==> config.mk <==
export PLATFORM = sky130hd
export DESIGN_NAME = invaders_io_top
export DESIGN_NICKNAME = d
export VERILOG_FILES = /design/src/design/inv_input_pkg.sv /design/src/design/inv_machine_pkg.sv /design/src/design/ps2_key_decoder.sv /design/src/design/download_capture.sv /design/src/design/port_mapper.sv /design/src/design/trigger_router.sv /design/src/design/invaders_io_top.sv
export VERILOG_INCLUDE_DIRS = /design/src /design/src/design
export SDC_FILE = /design/constraint.sdc
export NUM_CORES = 1
export LEC_CHECK = 0
export BUFFER_PORTS_ARGS = -buffer_cell sky130_fd_sc_hd__buf_2
export CORE_AREA = 2 2 90 92
export CTS_CLUSTER_DIAMETER = 60
export CTS_CLUSTER_SIZE = 20
export DETAILED_ROUTE_END_ITERATION = 8
export DIE_AREA = 0 0 92 94
export GPL_TIMING_DRIVEN = 0
export PLACE_DENSITY = 0.9
export SKIP_LAST_GASP = 1
export SYNTH_ARGS = -nofsm -noshare
export SYNTH_HDL_FRONTEND = slang
export SYNTH_SLANG_ARGS = --single-unit
==> constraint.sdc <==
create_clock -name clk_sys -period 4.1 [get_ports clk_sys]
set_clock_uncertainty 0.15 [all_clocks]
set_input_delay 0.615 -clock clk_sys [delete_from_list [all_inputs] [get_ports clk_sys]]
set_output_delay 0.615 -clock clk_sys [all_outputs]
set_load 0.1 [all_outputs]
==> src/design/inv_macros.svh <==
/*
 * Invaders I/O shared constants
 * Download stream index values, DIP bank size and CPU port width
 */
`ifndef INV_MACROS_SVH
`define INV_MACROS_SVH

// Download stream indices
`define INV_DL_INDEX_ROM  8'd0
`define INV_DL_INDEX_GAME 8'd1
`define INV_DL_INDEX_DIP  8'd254

// Number of DIP switch bytes kept from the download
`define INV_DIP_BYTES 4

// Width of one CPU input or output port
`define INV_PORT_W 8

`endif

==> src/design/inv_input_pkg.sv <==
/*
 * Invaders input types
 * PS/2 key events, joystick words and decoded player controls
 */
package inv_input_pkg;

	// PS/2 event, toggle flips once per event
	typedef struct packed {
		logic       toggle;
		logic       pressed;
		logic [8:0] code;
	} ps2_key_t;

	// Joystick word, bit 0 is right
	typedef struct packed {
		logic [4:0] unused_hi;
		logic       coin;
		logic       start2;
		logic       start1;
		logic [2:0] unused_lo;
		logic       fire;
		logic       up;
		logic       down;
		logic       left;
		logic       right;
	} joy_t;

	typedef struct packed {
		logic right;
		logic left;
		logic down;
		logic up;
		logic fire;
	} player_ctrl_t;

	typedef struct packed {
		logic start1;
		logic start2;
		logic coin;
	} sys_btn_t;

	typedef struct packed {
		player_ctrl_t p1;
		player_ctrl_t p2;
		sys_btn_t     sys;
	} kbd_state_t;

endpackage

==> src/design/inv_machine_pkg.sv <==
/*
 * Invaders machine types
 * Game ids, CPU input port bytes, write triggers and board profile
 */
`include "inv_macros.svh"

package inv_machine_pkg;

	// Game ids as written by the download stream
	typedef enum logic [7:0] {
		GAME_INVADERS = 8'd0,
		GAME_VORTEX   = 8'd2,
		GAME_BOOTHILL = 8'd5,
		GAME_MAZE     = 8'd14
	} game_e;

	// CPU input port bytes
	typedef struct packed {
		logic [`INV_PORT_W-1:0] gdb0;
		logic [`INV_PORT_W-1:0] gdb1;
		logic [`INV_PORT_W-1:0] gdb2;
		logic [`INV_PORT_W-1:0] gdb3;
	} in_ports_t;

	// Strobes decoded from CPU port writes
	typedef struct packed {
		logic shift_count;
		logic shift_data;
		logic audio_p1;
		logic audio_p2;
		logic watchdog_reset;
	} triggers_t;

	typedef struct packed {
		logic landscape;
		logic ccw;
		logic wd_enabled;
	} profile_t;

	typedef logic [`INV_DIP_BYTES-1:0][`INV_PORT_W-1:0] dip_bank_t;

endpackage

==> src/design/ps2_key_decoder.sv <==
/*
 * PS/2 key decoder
 * Detects key events by toggle change and tracks pressed state of mapped keys
 */
`timescale 1ns/1ps

module ps2_key_decoder (
	input  logic                      clk_sys,
	input  logic                      rst,
	input  inv_input_pkg::ps2_key_t   key,
	output inv_input_pkg::kbd_state_t kbd
);

	logic                        toggle_q;
	logic                        key_event;
	inv_input_pkg::player_ctrl_t p1_q;
	inv_input_pkg::player_ctrl_t p2_q;
	logic                        start1_q;
	logic                        start2_q;
	// Two coin sources so one release leaves the other held
	logic                        coin_a_q;
	logic                        coin_b_q;

	assign key_event = key.toggle != toggle_q;

	////////////////////////////////////////////////////////////
	// Key state registers
	////////////////////////////////////////////////////////////
	always_ff @(posedge clk_sys)
	begin
		if (rst)
		begin
			toggle_q <= 1'b0;
			p1_q     <= '0;
			p2_q     <= '0;
			start1_q <= 1'b0;
			start2_q <= 1'b0;
			coin_a_q <= 1'b0;
			coin_b_q <= 1'b0;
		end
		else
		begin
			toggle_q <= key.toggle;
			if (key_event)
			begin
				case (key.code)
					// Player 1, arrows and left ctrl
					9'h075: p1_q.up    <= key.pressed;
					9'h072: p1_q.down  <= key.pressed;
					9'h06B: p1_q.left  <= key.pressed;
					9'h074: p1_q.right <= key.pressed;
					9'h014: p1_q.fire  <= key.pressed;
					// Player 2, R F D G and A
					9'h02D: p2_q.up    <= key.pressed;
					9'h02B: p2_q.down  <= key.pressed;
					9'h023: p2_q.left  <= key.pressed;
					9'h034: p2_q.right <= key.pressed;
					9'h01C: p2_q.fire  <= key.pressed;
					// F1/1, F2/2
					9'h005, 9'h016: start1_q <= key.pressed;
					9'h006, 9'h01E: start2_q <= key.pressed;
					// ESC has its own coin source, 5 and 6 share the other
					9'h076: coin_a_q <= key.pressed;
					9'h02E, 9'h036: coin_b_q <= key.pressed;
					default: ;
				endcase
			end
		end
	end

	always_comb
	begin
		kbd.p1         = p1_q;
		kbd.p2         = p2_q;
		kbd.sys.start1 = start1_q;
		kbd.sys.start2 = start2_q;
		kbd.sys.coin   = coin_a_q | coin_b_q;
	end

	// Key state only moves on an event
	a_kbd_stable: assert property (@(posedge clk_sys) disable iff (rst)
		!key_event |=> $stable(kbd));

endmodule

==> src/design/download_capture.sv <==
/*
 * Download capture
 * Picks the game id and DIP switch bytes out of the download byte stream
 */
`timescale 1ns/1ps
`include "inv_macros.svh"

module download_capture (
	input  logic                       clk_sys,
	input  logic                       rst,
	input  logic                       dl_wr,
	input  logic [7:0]                 dl_index,
	input  logic [15:0]                dl_addr,
	input  logic [7:0]                 dl_data,
	output inv_machine_pkg::game_e     game,
	output inv_machine_pkg::dip_bank_t dips
);

	localparam int DIP_AW = $clog2(`INV_DIP_BYTES);

	logic game_wr;
	logic dip_wr;

	assign game_wr = dl_wr && (dl_index == `INV_DL_INDEX_GAME);
	assign dip_wr  = dl_wr && (dl_index == `INV_DL_INDEX_DIP) && (dl_addr < `INV_DIP_BYTES);

	always_ff @(posedge clk_sys)
	begin
		if (rst)
		begin
			game <= inv_machine_pkg::GAME_INVADERS;
			dips <= '0;
		end
		else
		begin
			if (game_wr)
				game <= inv_machine_pkg::game_e'(dl_data);
			if (dip_wr)
				dips[dl_addr[DIP_AW-1:0]] <= dl_data;
		end
	end

	a_one_target: assert property (@(posedge clk_sys) disable iff (rst)
		!(game_wr && dip_wr));

endmodule

==> src/design/port_mapper.sv <==
/*
 * Port mapper
 * Merges keyboard and joystick controls and builds the four CPU input
 * port bytes and the board profile for the selected game
 */
`timescale 1ns/1ps
`include "inv_macros.svh"

module port_mapper (
	input  logic                       clk_sys,
	input  logic                       rst,
	input  inv_input_pkg::kbd_state_t  kbd,
	input  inv_input_pkg::joy_t        joy1,
	input  inv_input_pkg::joy_t        joy2,
	input  inv_machine_pkg::game_e     game,
	input  inv_machine_pkg::dip_bank_t dips,
	input  logic [`INV_PORT_W-1:0]     s,
	output inv_machine_pkg::in_ports_t ports,
	output inv_machine_pkg::profile_t  profile
);

	// Space Invaders bytes with idle inputs and zero DIPs
	localparam inv_machine_pkg::in_ports_t PORTS_RST = '{
		gdb0: 8'h8F, gdb1: 8'h88, gdb2: 8'h83, gdb3: 8'h00};
	localparam inv_machine_pkg::profile_t PROFILE_RST = '{
		landscape: 1'b0, ccw: 1'b1, wd_enabled: 1'b1};

	function automatic inv_input_pkg::player_ctrl_t joy_ctrl(inv_input_pkg::joy_t j);
		inv_input_pkg::player_ctrl_t c;
		c.right = j.right;
		c.left  = j.left;
		c.down  = j.down;
		c.up    = j.up;
		c.fire  = j.fire;
		return c;
	endfunction

	// Boot Hill uses the same layout for both players
	function automatic logic [7:0] boothill_byte(inv_input_pkg::player_ctrl_t c);
		return {c.fire, 3'b010, c.right, c.left, c.down, c.up};
	endfunction

	inv_input_pkg::player_ctrl_t p1;
	inv_input_pkg::player_ctrl_t p2;
	logic r, l, f;
	logic st1, st2, coin;
	inv_machine_pkg::in_ports_t ports_d;
	inv_machine_pkg::profile_t  profile_d;

	assign p1   = kbd.p1 | joy_ctrl(joy1);
	assign p2   = kbd.p2 | joy_ctrl(joy2);
	assign r    = p1.right | p2.right;
	assign l    = p1.left | p2.left;
	assign f    = p1.fire | p2.fire;
	assign st1  = kbd.sys.start1 | joy1.start1 | joy2.start1;
	assign st2  = kbd.sys.start2 | joy1.start2 | joy2.start2;
	assign coin = kbd.sys.coin | joy1.coin | joy2.coin;

	////////////////////////////////////////////////////////////
	// Per-game port layout
	////////////////////////////////////////////////////////////
	always_comb
	begin
		ports_d   = '{gdb0: 8'hFF, gdb1: 8'hFF, gdb2: 8'hFF, gdb3: s};
		profile_d = '{landscape: 1'b1, ccw: 1'b0, wd_enabled: 1'b1};
		case (game)
			inv_machine_pkg::GAME_INVADERS:
			begin
				ports_d.gdb0 = dips[0] | {1'b1, r, l, f, 4'b1111};
				ports_d.gdb1 = dips[1] | {1'b1, r, l, f, 1'b1, st1, st2, coin};
				ports_d.gdb2 = dips[2] | {1'b1, r, l, f, 4'b0011};
				profile_d    = PROFILE_RST;
			end
			inv_machine_pkg::GAME_VORTEX:
			begin
				ports_d.gdb1 = s;
				ports_d.gdb2 = dips[1] | {1'b1, p1.right, p1.left, p1.fire, 1'b1, st1, st2, coin};
				ports_d.gdb3 = dips[2] | {1'b0, p2.right, p2.left, p2.fire, 4'b0000};
				profile_d    = PROFILE_RST;
			end
			inv_machine_pkg::GAME_BOOTHILL:
			begin
				ports_d.gdb0 = dips[0] | boothill_byte(p1);
				ports_d.gdb1 = dips[1] | boothill_byte(p2);
				ports_d.gdb2 = dips[2] | {st1, coin, st1, 5'b01101};
			end
			inv_machine_pkg::GAME_MAZE:
			begin
				ports_d.gdb0 = dips[0] | {p2.up, p2.down, p2.right, p2.left,
					p1.up, p1.down, p1.right, p1.left};
				ports_d.gdb1 = dips[1] | {4'b0000, coin, 1'b0, st2, st1};
				ports_d.gdb2 = 8'h00;
				profile_d.wd_enabled = 1'b0;
			end
			default: ;
		endcase
	end

	always_ff @(posedge clk_sys)
	begin
		if (rst)
		begin
			ports   <= PORTS_RST;
			profile <= PROFILE_RST;
		end
		else
		begin
			ports   <= ports_d;
			profile <= profile_d;
		end
	end

	// Watchdog is only ever disabled for the maze game
	a_wd_maze_only: assert property (@(posedge clk_sys) disable iff (rst)
		!profile.wd_enabled |-> $past(game) == inv_machine_pkg::GAME_MAZE);

endmodule

==> src/design/trigger_router.sv <==
/*
 * Trigger router
 * Selects the CPU port-write strobes that drive shifter, audio and watchdog
 */
`timescale 1ns/1ps
`include "inv_macros.svh"

module trigger_router (
	input  logic                       clk_sys,
	input  logic                       rst,
	input  logic [`INV_PORT_W-1:0]     port_wr,
	input  inv_machine_pkg::game_e     game,
	output inv_machine_pkg::triggers_t triggers
);

	inv_machine_pkg::triggers_t trig_d;

	always_comb
	begin
		// Space Invaders wiring, also the fallback
		trig_d.shift_count    = port_wr[2];
		trig_d.audio_p1       = port_wr[3];
		trig_d.shift_data     = port_wr[4];
		trig_d.audio_p2       = port_wr[5];
		trig_d.watchdog_reset = port_wr[6];
		case (game)
			inv_machine_pkg::GAME_VORTEX:
			begin
				trig_d.shift_count    = port_wr[0];
				trig_d.audio_p1       = port_wr[1];
				trig_d.shift_data     = port_wr[6];
				trig_d.audio_p2       = port_wr[7];
				trig_d.watchdog_reset = port_wr[4];
			end
			inv_machine_pkg::GAME_BOOTHILL:
			begin
				trig_d.shift_count    = port_wr[1];
				trig_d.audio_p1       = port_wr[3];
				trig_d.shift_data     = port_wr[2];
				// No second audio board
				trig_d.audio_p2       = 1'b0;
				trig_d.watchdog_reset = port_wr[4];
			end
			default: ;
		endcase
	end

	always_ff @(posedge clk_sys)
	begin
		if (rst)
			triggers <= '0;
		else
			triggers <= trig_d;
	end

	a_no_p2_boothill: assert property (@(posedge clk_sys) disable iff (rst)
		triggers.audio_p2 |-> $past(game) != inv_machine_pkg::GAME_BOOTHILL);

endmodule

==> src/design/invaders_io_top.sv <==
/*
 * Invaders I/O top
 * Key decoder and download capture feed the port mapper; CPU port writes
 * go through the trigger router
 */
`timescale 1ns/1ps
`include "inv_macros.svh"

module invaders_io_top (
	input  logic                       clk_sys,
	input  logic                       rst,
	input  inv_input_pkg::ps2_key_t    key,
	input  inv_input_pkg::joy_t        joy1,
	input  inv_input_pkg::joy_t        joy2,
	input  logic                       dl_wr,
	input  logic [7:0]                 dl_index,
	input  logic [15:0]                dl_addr,
	input  logic [7:0]                 dl_data,
	input  logic [`INV_PORT_W-1:0]     port_wr,
	input  logic [`INV_PORT_W-1:0]     s,
	output inv_machine_pkg::in_ports_t ports,
	output inv_machine_pkg::profile_t  profile,
	output inv_machine_pkg::triggers_t triggers
);

	inv_input_pkg::kbd_state_t  kbd;
	inv_machine_pkg::game_e     game;
	inv_machine_pkg::dip_bank_t dips;

	////////////////////////////////////////////////////////////
	// Input side
	////////////////////////////////////////////////////////////
	ps2_key_decoder u_key_decoder (
		.clk_sys (clk_sys),
		.rst     (rst),
		.key     (key),
		.kbd     (kbd)
	);

	download_capture u_download_capture (
		.clk_sys  (clk_sys),
		.rst      (rst),
		.dl_wr    (dl_wr),
		.dl_index (dl_index),
		.dl_addr  (dl_addr),
		.dl_data  (dl_data),
		.game     (game),
		.dips     (dips)
	);

	////////////////////////////////////////////////////////////
	// Port bytes and write strobes
	////////////////////////////////////////////////////////////
	port_mapper u_port_mapper (
		.clk_sys (clk_sys),
		.rst     (rst),
		.kbd     (kbd),
		.joy1    (joy1),
		.joy2    (joy2),
		.game    (game),
		.dips    (dips),
		.s       (s),
		.ports   (ports),
		.profile (profile)
	);

	trigger_router u_trigger_router (
		.clk_sys  (clk_sys),
		.rst      (rst),
		.port_wr  (port_wr),
		.game     (game),
		.triggers (triggers)
	);

endmodule

## After elaboration in Yosys (flattened, before gate mapping)

Index checks and enable logic that the tools add are counted.

- Bitwise operators: 22
- Mux-type cells: 9
- Reduce and logical (&&, ||, !) cells: 23
- Equality and inequality tests: 23
- Magnitude comparators: 3

Operator list:

| cell | number |
|---|---|
| OR 8 bit | 8 |
| one-hot mux 16 bit (4 select lines) | 1 |
| equality test 9 x 6 -> 1 bit (second input constant) | 6 |
| equality test 9 x 7 -> 1 bit (second input constant) | 5 |
| equality test 9 x 5 -> 1 bit (second input constant) | 4 |
| bitwise mux 32 bit | 1 |
| AND reduction 2 bit | 14 |
| one-hot mux 8 bit (3 select lines) | 1 |
| equality test 9 x 3 -> 1 bit (second input constant) | 2 |
| demux 8 bit (select 2 bit) | 1 |
| less-than comparator 16 x 3 -> 1 bit (second input constant) | 1 |
| 2-to-1 mux 8 bit | 2 |
| OR 1 bit | 10 |
| OR 5 bit | 2 |
| one-hot mux 5 bit (2 select lines) | 1 |
| equality test 8 x 1 -> 1 bit (second input constant) | 1 |
| equality test 8 x 2 -> 1 bit (second input constant) | 1 |
| equality test 8 x 3 -> 1 bit (second input constant) | 1 |
| equality test 8 x 4 -> 1 bit (second input constant) | 1 |
| equality test 8 bit (second input constant) | 1 |
| zero test 8 bit | 1 |
| OR 8 x 4 -> 8 bit | 1 |
| OR 8 x 7 -> 8 bit | 1 |
| OR reduction 2 bit | 4 |
| other kinds (6) | 9 |

- Flip-flop bits (word level): 95
- Word-level logic and storage cells: 112
- Output and inout bits: 40

## Logic depth before layout (Yosys ltp)

Gate-level depths: netlist (run 1).

- Word-level depth: 5
- Gate-level depth with buffers: 7
- Mapped depth without buffers: 4

## Modules after synthesis

From an unflattened synthesis (run 1), not the netlist that was laid out.

- Cell total of the unflattened synthesis: 481
- Area, all modules: 4,501.8 um^2

By module, submodules not included:

| module | instances | cells an instance | area an instance (um^2) |
|---|---|---|---|
| port_mapper | 1 | 214 | 1,745.4 |
| download_capture | 1 | 154 | 1,675.4 |
| ps2_key_decoder | 1 | 86 | 800.8 |
| trigger_router | 1 | 27 | 280.3 |

## Least setup slack after synthesis (run 1)

OpenSTA, ideal clock, no wires.

- Path kind: input to register
- Start point: input key[10] (netlist bit)
- End point: register u_key_decoder.p2_q, in the netlist u_key_decoder.kbd[6]
- Library setup time: 132 ps
- Data required time: 3,818 ps
- Arrival: 1,692 ps
- Stages: 4
- Slack: 2,126 ps
- Cell sequence: xnor2_1 or4b_1 o41ai_1 a21oi_1

- Word-level cells in the longest chain between the ends: 2

RTL lines:

| element | line | RTL |
|---|---|---|
| start: declaration | invaders_io_top.sv:12 | `input inv_input_pkg::ps2_key_t key,` |
| != test 1 bit | ps2_key_decoder.sv:24 | `assign key_event = key.toggle != toggle_q;` |
| AND reduction 2 bit (no line) | -- |  |
| end: declaration | ps2_key_decoder.sv:17 | `inv_input_pkg::player_ctrl_t p2_q;` |

No other way between the ends.
A chain may end at the register's enable or synchronous reset.

## Worst setup path after layout (run 1)

- Start point: register u_download_capture.game[4]
- End point: register u_port_mapper.ports[15] (netlist name)

- Word-level cells in the longest chain between the ends: 2
- Elaborated cells between the ends (all ways): 5
- Those cells by class: eq/ne: 3; mux: 1; reduce/logical: 1

RTL lines:

| element | line | RTL |
|---|---|---|
| start: declaration | download_capture.sv:15 | `output inv_machine_pkg::game_e game,` |
| start signal: assignment | download_capture.sv:31 | `game <= inv_machine_pkg::GAME_INVADERS;` |
| start signal: assignment | download_capture.sv:37 | `game <= inv_machine_pkg::game_e'(dl_data);` |
| equality test 8 x 4 -> 1 bit, or another cell as far along | port_mapper.sv:66 | `case (game)` |
| one-hot mux 16 bit (4 select lines) (*) | port_mapper.sv:66 |  |

Every way passes the cells marked *; elsewhere a longest branch is shown, timed or not.

==> flow_summary.yaml, run 1 <==
status:
  run_status: "completed"
synthesis:
  synthesis.area_sq_um: 4110
  syn_inst: 490
  ys_types: 62
  synth_edf_count: 0
  synth_nets: 584
  synth_ff_type: "dfxtp_1"
  yosysWarningCount: 0
  synthArstFlopShare: 0
  ys_seq_area_frac: 0.424
  synth-seq-cells: 87
  avgSynthCellArea_sq_um: 8.38
drt:
  wl_um: 13100
  drc: 0
  vias_per_cell: 6.05
  dr.pass1.iters: 5
  drt-initial-drc-count: 377
  routedWlPerCell_um: 18.1
  vias: 4367
  ant_nets: 0
grt:
  grt_overflow: 0
  grt_max_degree: 14
  antenna_found_initial: 0
  grt.total_usage: 0.309
  grt_pass1_vias: 4083
  grt_pass1_wl_um: 20800
critical_path:
  worstSetupPathType: "reg -> reg"
  crit_arrival_ps: 2220
  end_kind: "flop"
  crit_required_ps: 4180
  worst_setup_path_start_kind: "flop"
  r2r_cells: 5
  reg2reg_slack_ps: 1960
  crit_path_start: "u_download_capture.game[4]$_SDFFE_PP0P_"
  rr_startpoint: "u_download_capture.game[4]$_SDFFE_PP0P_"
  r2r_end: "u_port_mapper.ports[15]$_SDFF_PP1_"
  cp_max_fo: 10
die:
  fp.coreArea_sq_um: 7610
  die_y_um: 94
  num_rows: 32
  die_w_um: 92
  start_util: 0.540
  io_pins: 134
  dieArea_sq_um: 8650
worst_hold_path:
  hp-class: "reg -> reg"
  min_from: "u_download_capture.dips[0]$_SDFFE_PP0P_"
  hold_end: "u_port_mapper.ports[24]$_SDFF_PP1_"
  hold_path_depth: 2
pwr:
  p_sw_frac: 0.290
  seqPwrFrac: 0.511
  combinationalPowerShare: 0.151
  internal_power_mw: 1.20
  leakage_nw: 2.05
  switchingPower_uw: 490
  p_clk_frac: 0.338
  p_per_area_nw_per_um2: 339
  ir_drop_uv: 190
layout:
  final_cell_mix: "buf_2 (125), dfxtp_1 (87), o21ai_0 (45)"
  drive_gt1_frac: 0.248
  layout.nets: 710
  layout-area-overhead-vs-synth_pct: 21.5
  num_antenna_cells: 0
  final_common_cell: "buf_2"
  multi_input_area_sq_um: 2210
  fillers: 668
  seqCellArea_sq_um: 1740
  stdcell_count: 722
cts:
  ctsHoldBuffers: 0
  clkTransAtPathRegs_ps: 80
  cts_inserted_buffers: 9
  cts.sink_count: 87
  cts_tree: "yes"
  cts_setup_buffers: 0
  cts_resized: 0
  h-tree-depth: 3
  root_buffer: "clkbuf_8"
  clock_latency_ps: 360
  cts_buffer_depth: 2
timing:
  fin_crit_sh: 0.522
  rsz0062_at_grt: "false"
  slew_violations: 0
  worst_slew_pin_slew_ps: 717
  min_period_ps: 2140
  finalSetupViolations: 0
  hold_violations: 0
  max_slew_margin: 0.515
  fin_tns_setup_ps: 0
  fmax_mhz: 468
placement:
  portBuffers: 115
  routabilityCongestion: 1.05
  dp.cells: 707
  hpwl_um: 10100
flow_run:
  max_cap_violations: 0
metrics by stage:
stage | hold WS (ps) | total power, mW | worst slack [ps] | util | area [sq um]
final | 310 | 1.69 | 1960 | 0.656 | 4990
after global routing | 328 | 1.74 | 1860 | 0.656 | 4990
after detailed placement | 295 | 1.14 | 1750 | 0.632 | 4810
after floorplan | 266 | 1.05 | 2130 | - | 4110
after global placement | 297 | 1.13 | 1740 | 0.632 | 4810
after CTS | 315 | 1.69 | 2030 | 0.656 | 4990
state kept, by name, indices dropped and copies added (netlist names):
name,flops
u_port_mapper.ports,32
u_download_capture.dips,24
u_key_decoder.kbd,10
u_download_capture.game,8
u_trigger_router.triggers,5
u_port_mapper.profile,3
u_key_decoder.coin_a_q,1
u_key_decoder.coin_b_q,1
u_key_decoder.start1_q,1
u_key_decoder.start2_q,1
u_key_decoder.toggle_q,1
Yosys cell counts (2+ instances only):
| master | count | area share |
|---|---|---|
| dfxtp_1 | 87 | 0.42 |
| o21ai_0 | 45 | 0.055 |
| nor2_1 | 43 | 0.039 |
| a21oi_1 | 40 | 0.049 |
| nand3_1 | 38 | 0.046 |
| nand2_1 | 25 | 0.023 |
| clkbuf_1 | 24 | 0.022 |
| nand2b_1 | 20 | 0.030 |
| mux2i_1 | 19 | 0.046 |
| nor3_1 | 16 | 0.020 |
| nand4_1 | 13 | 0.020 |
| buf_2 | 10 | 0.012 |
| nor2b_1 | 8 | 0.012 |
| a31oi_1 | 7 | 0.011 |
| and3_1 | 7 | 0.011 |
| nor4_1 | 7 | 0.011 |
| inv_1 | 5 | 0.0046 |
| o2111ai_1 | 4 | 0.0085 |
| or4_1 | 4 | 0.0073 |
| a211oi_1 | 3 | 0.0055 |
| a22oi_1 | 3 | 0.0055 |
| and2_1 | 3 | 0.0046 |
| and4b_1 | 3 | 0.0073 |
| nand4b_1 | 3 | 0.0064 |
| o311ai_0 | 3 | 0.0064 |
| xnor2_1 | 3 | 0.0064 |
| a21o_1 | 2 | 0.0037 |
| a22o_1 | 2 | 0.0043 |
| a31o_2 | 2 | 0.0043 |
| nor2_4 | 2 | 0.0055 |
| nor4b_1 | 2 | 0.0043 |
| nor4bb_1 | 2 | 0.0049 |
| o211ai_1 | 2 | 0.0037 |
| o2bb2ai_1 | 2 | 0.0043 |
| o31ai_1 | 2 | 0.0037 |
| o41ai_1 | 2 | 0.0043 |
| or3b_2 | 2 | 0.0043 |
worst max-delay path, stage by stage, from the launching register on:
cell and delay (ps):
dfxtp_1 340, nor4_2 490, buf_2 300, nand3_1 350, nor3_1 280, o21ai_0 90
metal layers:
metal / wire, um / track usage
met1: 5590 / 0.396
met2: 6150 / 0.525
met3: 933 / 0.0482
met4: 404 / 0.117
met5: 0 / 0
cell type report:
type | count | area share
Clock inverter | 4 | 0.00953
Tap cell | 102 | 0.0256
Buffer | 34 | 0.0281
Timing Repair Buffer | 115 | 0.115
Clock buffer | 11 | 0.0263
Sequential cell | 87 | 0.349
Inverter | 5 | 0.00376
Multi-Input combinational cell | 364 | 0.442
kinds of logic after synthesis:
group,Yosys count,synth area share
xor gates and xnor gates,4,0.00853
AOI/OAI and AO/OA,127,0.188
DFF,87,0.424
buffers and inverters,39,0.0387
and+or+nand+nor,213,0.292
muxes,20,0.0491
power groups by stage:
stage / combinational [mW] / clock, mW / sequential (mW)
5_1_grt: 0.270 / 0.604 / 0.865
3_5_place_dp: 0.254 / 0 / 0.884
3_3_place_gp: 0.251 / 0 / 0.883
4_1_cts: 0.254 / 0.571 / 0.864
2_1_floorplan: 0.0581 / 0 / 0.995
6_report: 0.256 / 0.571 / 0.864
how the worst max path moves through the flow:
stage	cells after the start	end	slack, ps
after floorplan	4	u_key_decoder.kbd[6]$_SDFFE_PP0P_	2130
after global placement	4	u_trigger_router.triggers[0]$_SDFF_PP0_	1740
after detailed placement	4	u_trigger_router.triggers[0]$_SDFF_PP0_	1750
after CTS	5	u_port_mapper.ports[15]$_SDFF_PP1_	2030
after global routing	5	u_port_mapper.ports[15]$_SDFF_PP1_	1860
final	5	u_port_mapper.ports[15]$_SDFF_PP1_	1960
Power figures use the tool's default switching activity.
==> run 2, diff against run 1 <==
- CORE_AREA: 2 2 90 92 -> 2 2 93 95
- DIE_AREA: 0 0 92 94 -> 0 0 95 97
- PLACE_DENSITY: 0.9 -> 0.85
- clock period: 4.1 -> 2 ns (I/O delays scaled with it)
==> flow_summary.yaml, run 2 (synthesized netlist as in run 1, its figures left out) <==
grt:
  grt_overflow: 0
  grt_max_degree: 15
  grt_pass1_vias: 4235
  grt_pass1_wl_um: 21400
  grt.total_usage: 0.298
  antenna_found_initial: 0
die:
  dieArea_sq_um: 9220
  num_rows: 33
  io_pins: 134
  fp.coreArea_sq_um: 8130
  start_util: 0.505
  die_w_um: 95
  die_y_um: 97
drt:
  vias: 4346
  vias_per_cell: 5.98
  dr.pass1.iters: 6
  drt-initial-drc-count: 411
  wl_um: 13300
  ant_nets: 0
  drc: 0
  routedWlPerCell_um: 18.3
critical_path:
  worstSetupPathType: "reg -> reg"
  cp_max_fo: 10
  crit_required_ps: 2080
  worst_setup_path_start_kind: "flop"
  crit_arrival_ps: 2040
  end_kind: "flop"
timing:
  whs_ps: 26.1
  hold_violations: 0
  rsz0062_at_grt: "true"
  min_period_ps: 1960
  timing.final.ws_setup_ps: 42.9
  finalSetupViolations: 0
  max_slew_margin: 0.577
  fin_crit_sh: 0.979
  slew_violations: 0
  worst_slew_pin_slew_ps: 626
  fmax_mhz: 511
layout:
  final_area_sq_um: 5040
  final_common_cell: "buf_2"
  largest_reg_flops: 32
  regMostFlops: "u_port_mapper.ports"
  layout.nets: 711
  num_antenna_cells: 0
  final_cell_mix: "buf_2 (124), dfxtp_1 (87), o21ai_0 (45)"
  layout-area-overhead-vs-synth_pct: 22.9
  drive_gt1_frac: 0.264
  stdcell_count: 727
cts:
  clkTransAtPathRegs_ps: 80
  cts.sink_count: 87
  cts_inserted_buffers: 9
  cts_tree: "yes"
  ctsHoldBuffers: 0
  clock_latency_ps: 350
  root_buffer: "clkbuf_8"
  cts_buffer_depth: 2
  h-tree-depth: 3
pwr:
  ir_drop_uv: 306
  p_per_area_nw_per_um2: 693
  leakage_nw: 2.07
placement:
  hpwl_um: 10100
  dp.cells: 710
  dp_slack_ps: -107
  placed_area_sq_um: 4810
  routabilityCongestion: 0.953
  portBuffers: 115
flow_run:
  max_cap_violations: 0
status:
  run_status: "completed"
worst_hold_path:
  hp-class: "in -> reg"
==> run 2: critical path, stage by stage (launching register included) <==
cell	delay [ps]
dfxtp_1	340
buf_2	200
nand4bb_2	450
a31oi_4	320
nor2_2	70
a221o_1	300
==> run 2: cell type report <==
type | instances | area [sq um]
flip-flops and latches | 87 | 1740
multi-input cells | 364 | 2230
repair buffers | 117 | 591
clock inverters | 5 | 58.8
plain buffers | 33 | 141
clock buffers | 11 | 131
well taps | 105 | 131
inverters | 5 | 18.8
fillers | 732 | 3090
==> run 2: metrics by stage <==
step           utilization  total power, mW  setup TNS, ps
2_1_floorplan            -             2.16              0
3_3_place_gp         0.592             2.33           -209
3_5_place_dp         0.592             2.33           -389
4_1_cts              0.617             3.50              0
5_1_grt              0.620             3.62          -56.8
6_report             0.620             3.49              0
==> run 2: per-layer routing <==
layer	vias to the layer above	track usage	wire, um
li1	2051	-	-
met4	0	0.135	461
met3	44	0.0755	1360
met2	262	0.477	6290
met5	-	0	0
met1	1989	0.373	5200
==> run 2: worst paths after layout <==
check / startpoint / end / slack (ps) / cells after the start
worst max-delay path: u_download_capture.game[3]$_SDFFE_PP0P_ / u_port_mapper.ports[18]$_SDFF_PP0_ / 40 / 5
worst min-delay path: s[3] / u_port_mapper.ports[19]$_SDFF_PP1_ / 30 / 3
worst max register to register: u_download_capture.game[3]$_SDFFE_PP0P_ / u_port_mapper.ports[18]$_SDFF_PP0_ / 40 / 5
worst min register to register: u_download_capture.dips[16]$_SDFFE_PP0P_ / u_port_mapper.ports[0]$_SDFF_PP0_ / 310 / 2
==> run 2: where the power goes <==
group          switching, mW  internal [mW]  leakage, nW
combinational          0.398          0.134         1.27
sequential           0.00730           1.76        0.709
clock                  0.614          0.578       0.0895
==> run 2: what timing repair did <==
| action | 4_1_cts | 5_1_grt |
|---|---|---|
| gates resized for setup | 2 | 10 |
| pin swaps | 1 | 2 |
| setup buffers | 1 | 1 |
| setup endpoints to repair | 12 | 17 |
==> run 3, diff against run 2 <==
- PLACE_DENSITY: 0.85 -> 0.79
- RECOVER_POWER: default -> 50
==> flow_summary.yaml, run 3 (synthesized netlist as in run 1, its figures left out) <==
die:
  num_rows: 33
  fp.coreArea_sq_um: 8130
  dieArea_sq_um: 9220
  io_pins: 134
  die_y_um: 97
  start_util: 0.505
  die_w_um: 95
layout:
  num_antenna_cells: 0
  drive_gt1_frac: 0.267
  fillers: 727
  largest_reg_flops: 32
  stdcell_count: 731
  final_common_cell: "dfxtp_1"
  layout.nets: 715
  layout-area-overhead-vs-synth_pct: 23.8
  final_cell_mix: "dfxtp_1 (87), buf_2 (84), o21ai_0 (45)"
  regMostFlops: "u_port_mapper.ports"
pwr:
  leakage_nw: 2.09
  combinationalPowerShare: 0.154
  p_clk_frac: 0.332
  internal_power_mw: 2.39
  p_sw_frac: 0.306
  ir_drop_uv: 393
  switchingPower_mw: 1.05
  seqPwrFrac: 0.515
  p_per_area_nw_per_um2: 677
cts:
  cts.sink_count: 87
  cts_tree: "yes"
  clock_latency_ps: 370
  cts_inserted_buffers: 9
  root_buffer: "clkbuf_8"
  h-tree-depth: 3
  clkTransAtPathRegs_ps: 90
  cts_buffer_depth: 2
critical_path:
  end_kind: "flop"
  worstSetupPathType: "reg -> reg"
  crit_arrival_ps: 2010
  cp_max_fo: 5
  crit_required_ps: 2090
  worst_setup_path_start_kind: "flop"
  reg2reg_slack_ps: 80
grt:
  grt_util_met1: 0.391
  grt_max_degree: 16
  grt_overflow: 0
  grt.total_usage: 0.293
  gr-max-usage-layer: "met2"
  grt_pass1_vias: 4083
  antenna_found_initial: 0
  grt_pass1_wl_um: 21000
  grt_use_met2: 0.473
  use_met3: 0.0452
status:
  run_status: "completed"
timing:
  finalSetupViolations: 0
  min_period_ps: 1920
  max_slew_margin: 0.582
  fmax_mhz: 521
  slew_violations: 0
  hold_violations: 0
  fin_tns_setup_ps: 0
  worst_slew_pin_slew_ps: 625
  fin_crit_sh: 0.961
  whs_ps: 21.3
drt:
  ant_nets: 0
  routedWlPerCell_um: 18.0
  wl_um: 13200
  vias: 4342
  dr.pass1.iters: 5
  vias_per_cell: 5.94
  drc: 0
  drt-initial-drc-count: 384
flow_run:
  max_cap_violations: 0
placement:
  dp.cells: 710
  routabilityCongestion: 1.01
  portBuffers: 115
  hpwl_um: 10100
worst_hold_path:
  hp-class: "in -> reg"
[run 3: cell types whose count changed in the layout (fill, tap and decap cells not counted), sizes merged]
cell / before / now
buf: 127 / 90
bufinv: 1 / 0
clkbuf: 34 / 73
clkinv: 2 / 3
clkinvlp: 2 / 1
dlygate4sd3: 0 / 1
inv: 5 / 7
[run 3: power by group through the flow]
stage / sequential, mW / clock, mW / combinational (mW)
CTS: 1.77 / 1.16 / 0.524
detailed placement: 1.81 / 0 / 0.521
floorplan: 2.04 / 0 / 0.119
finish: 1.77 / 1.14 / 0.529
global route: 1.78 / 1.24 / 0.558
global placement: 1.81 / 0 / 0.517
[run 3: final cells by class]
type	count	area (sq um)	share of cell area
Multi-Input combinational cell	364	2250	0.442
Sequential cell	87	1740	0.343
Timing Repair Buffer	121	623	0.123
Buffer	33	140	0.0276
Clock buffer	10	138	0.0271
Tap cell	105	131	0.0258
Clock inverter	6	43.8	0.00861
Inverter	5	18.8	0.00369
[run 3: worst max-delay path, cell delays in order (launching register included)]
cell and delay (ps):
dfxtp_1 380, or4_1 640, mux2_2 300, o2111ai_1 210
a31oi_1 110
[run 3: timing repair]
| item | in CTS | in global routing |
|---|---|---|
| pin swaps | 1 | 3 |
| hold buffers | 1 | 0 |
| gates cloned | 0 | 0 |
| endpoints found under the setup margin | 12 | 19 |
| buffers inserted | 1 | 4 |
| endpoints found under the hold margin | 1 | 0 |
| gates resized for setup | 1 | 10 |
[run 3: worst paths after layout]
check	start	to	cells past startpoint
min reg2reg	u_download_capture.dips[16]$_SDFFE_PP0P_	u_port_mapper.ports[0]$_SDFF_PP0_	2
min	port_wr[3]	u_trigger_router.triggers[2]$_SDFF_PP0_	3
max	u_key_decoder.kbd[7]$_SDFFE_PP0P_	u_port_mapper.ports[14]$_SDFF_PP0_	4
max reg2reg	u_key_decoder.kbd[7]$_SDFFE_PP0P_	u_port_mapper.ports[14]$_SDFF_PP0_	4
[run 3: per-stage QoR]
| step | utilization | cell area [sq um] | total power [mW] | setup WS [ps] |
|---|---|---|---|---|
| 6_report | 0.625 | 5080 | 3.44 | 78.8 |
| 2_1_floorplan | - | 4110 | 2.16 | 295 |
| 3_3_place_gp | 0.592 | 4810 | 2.33 | -121 |
| 5_1_grt | 0.625 | 5080 | 3.57 | -14.9 |
| 4_1_cts | 0.617 | 5020 | 3.45 | -31.5 |
| 3_5_place_dp | 0.592 | 4810 | 2.33 | -114 |
[run 3: per-layer routing]
layer,vias up,wire (um)
met5,-,0
met4,0,336
met3,31,940
met2,214,6220
met1,2033,5660
li1,2064,-
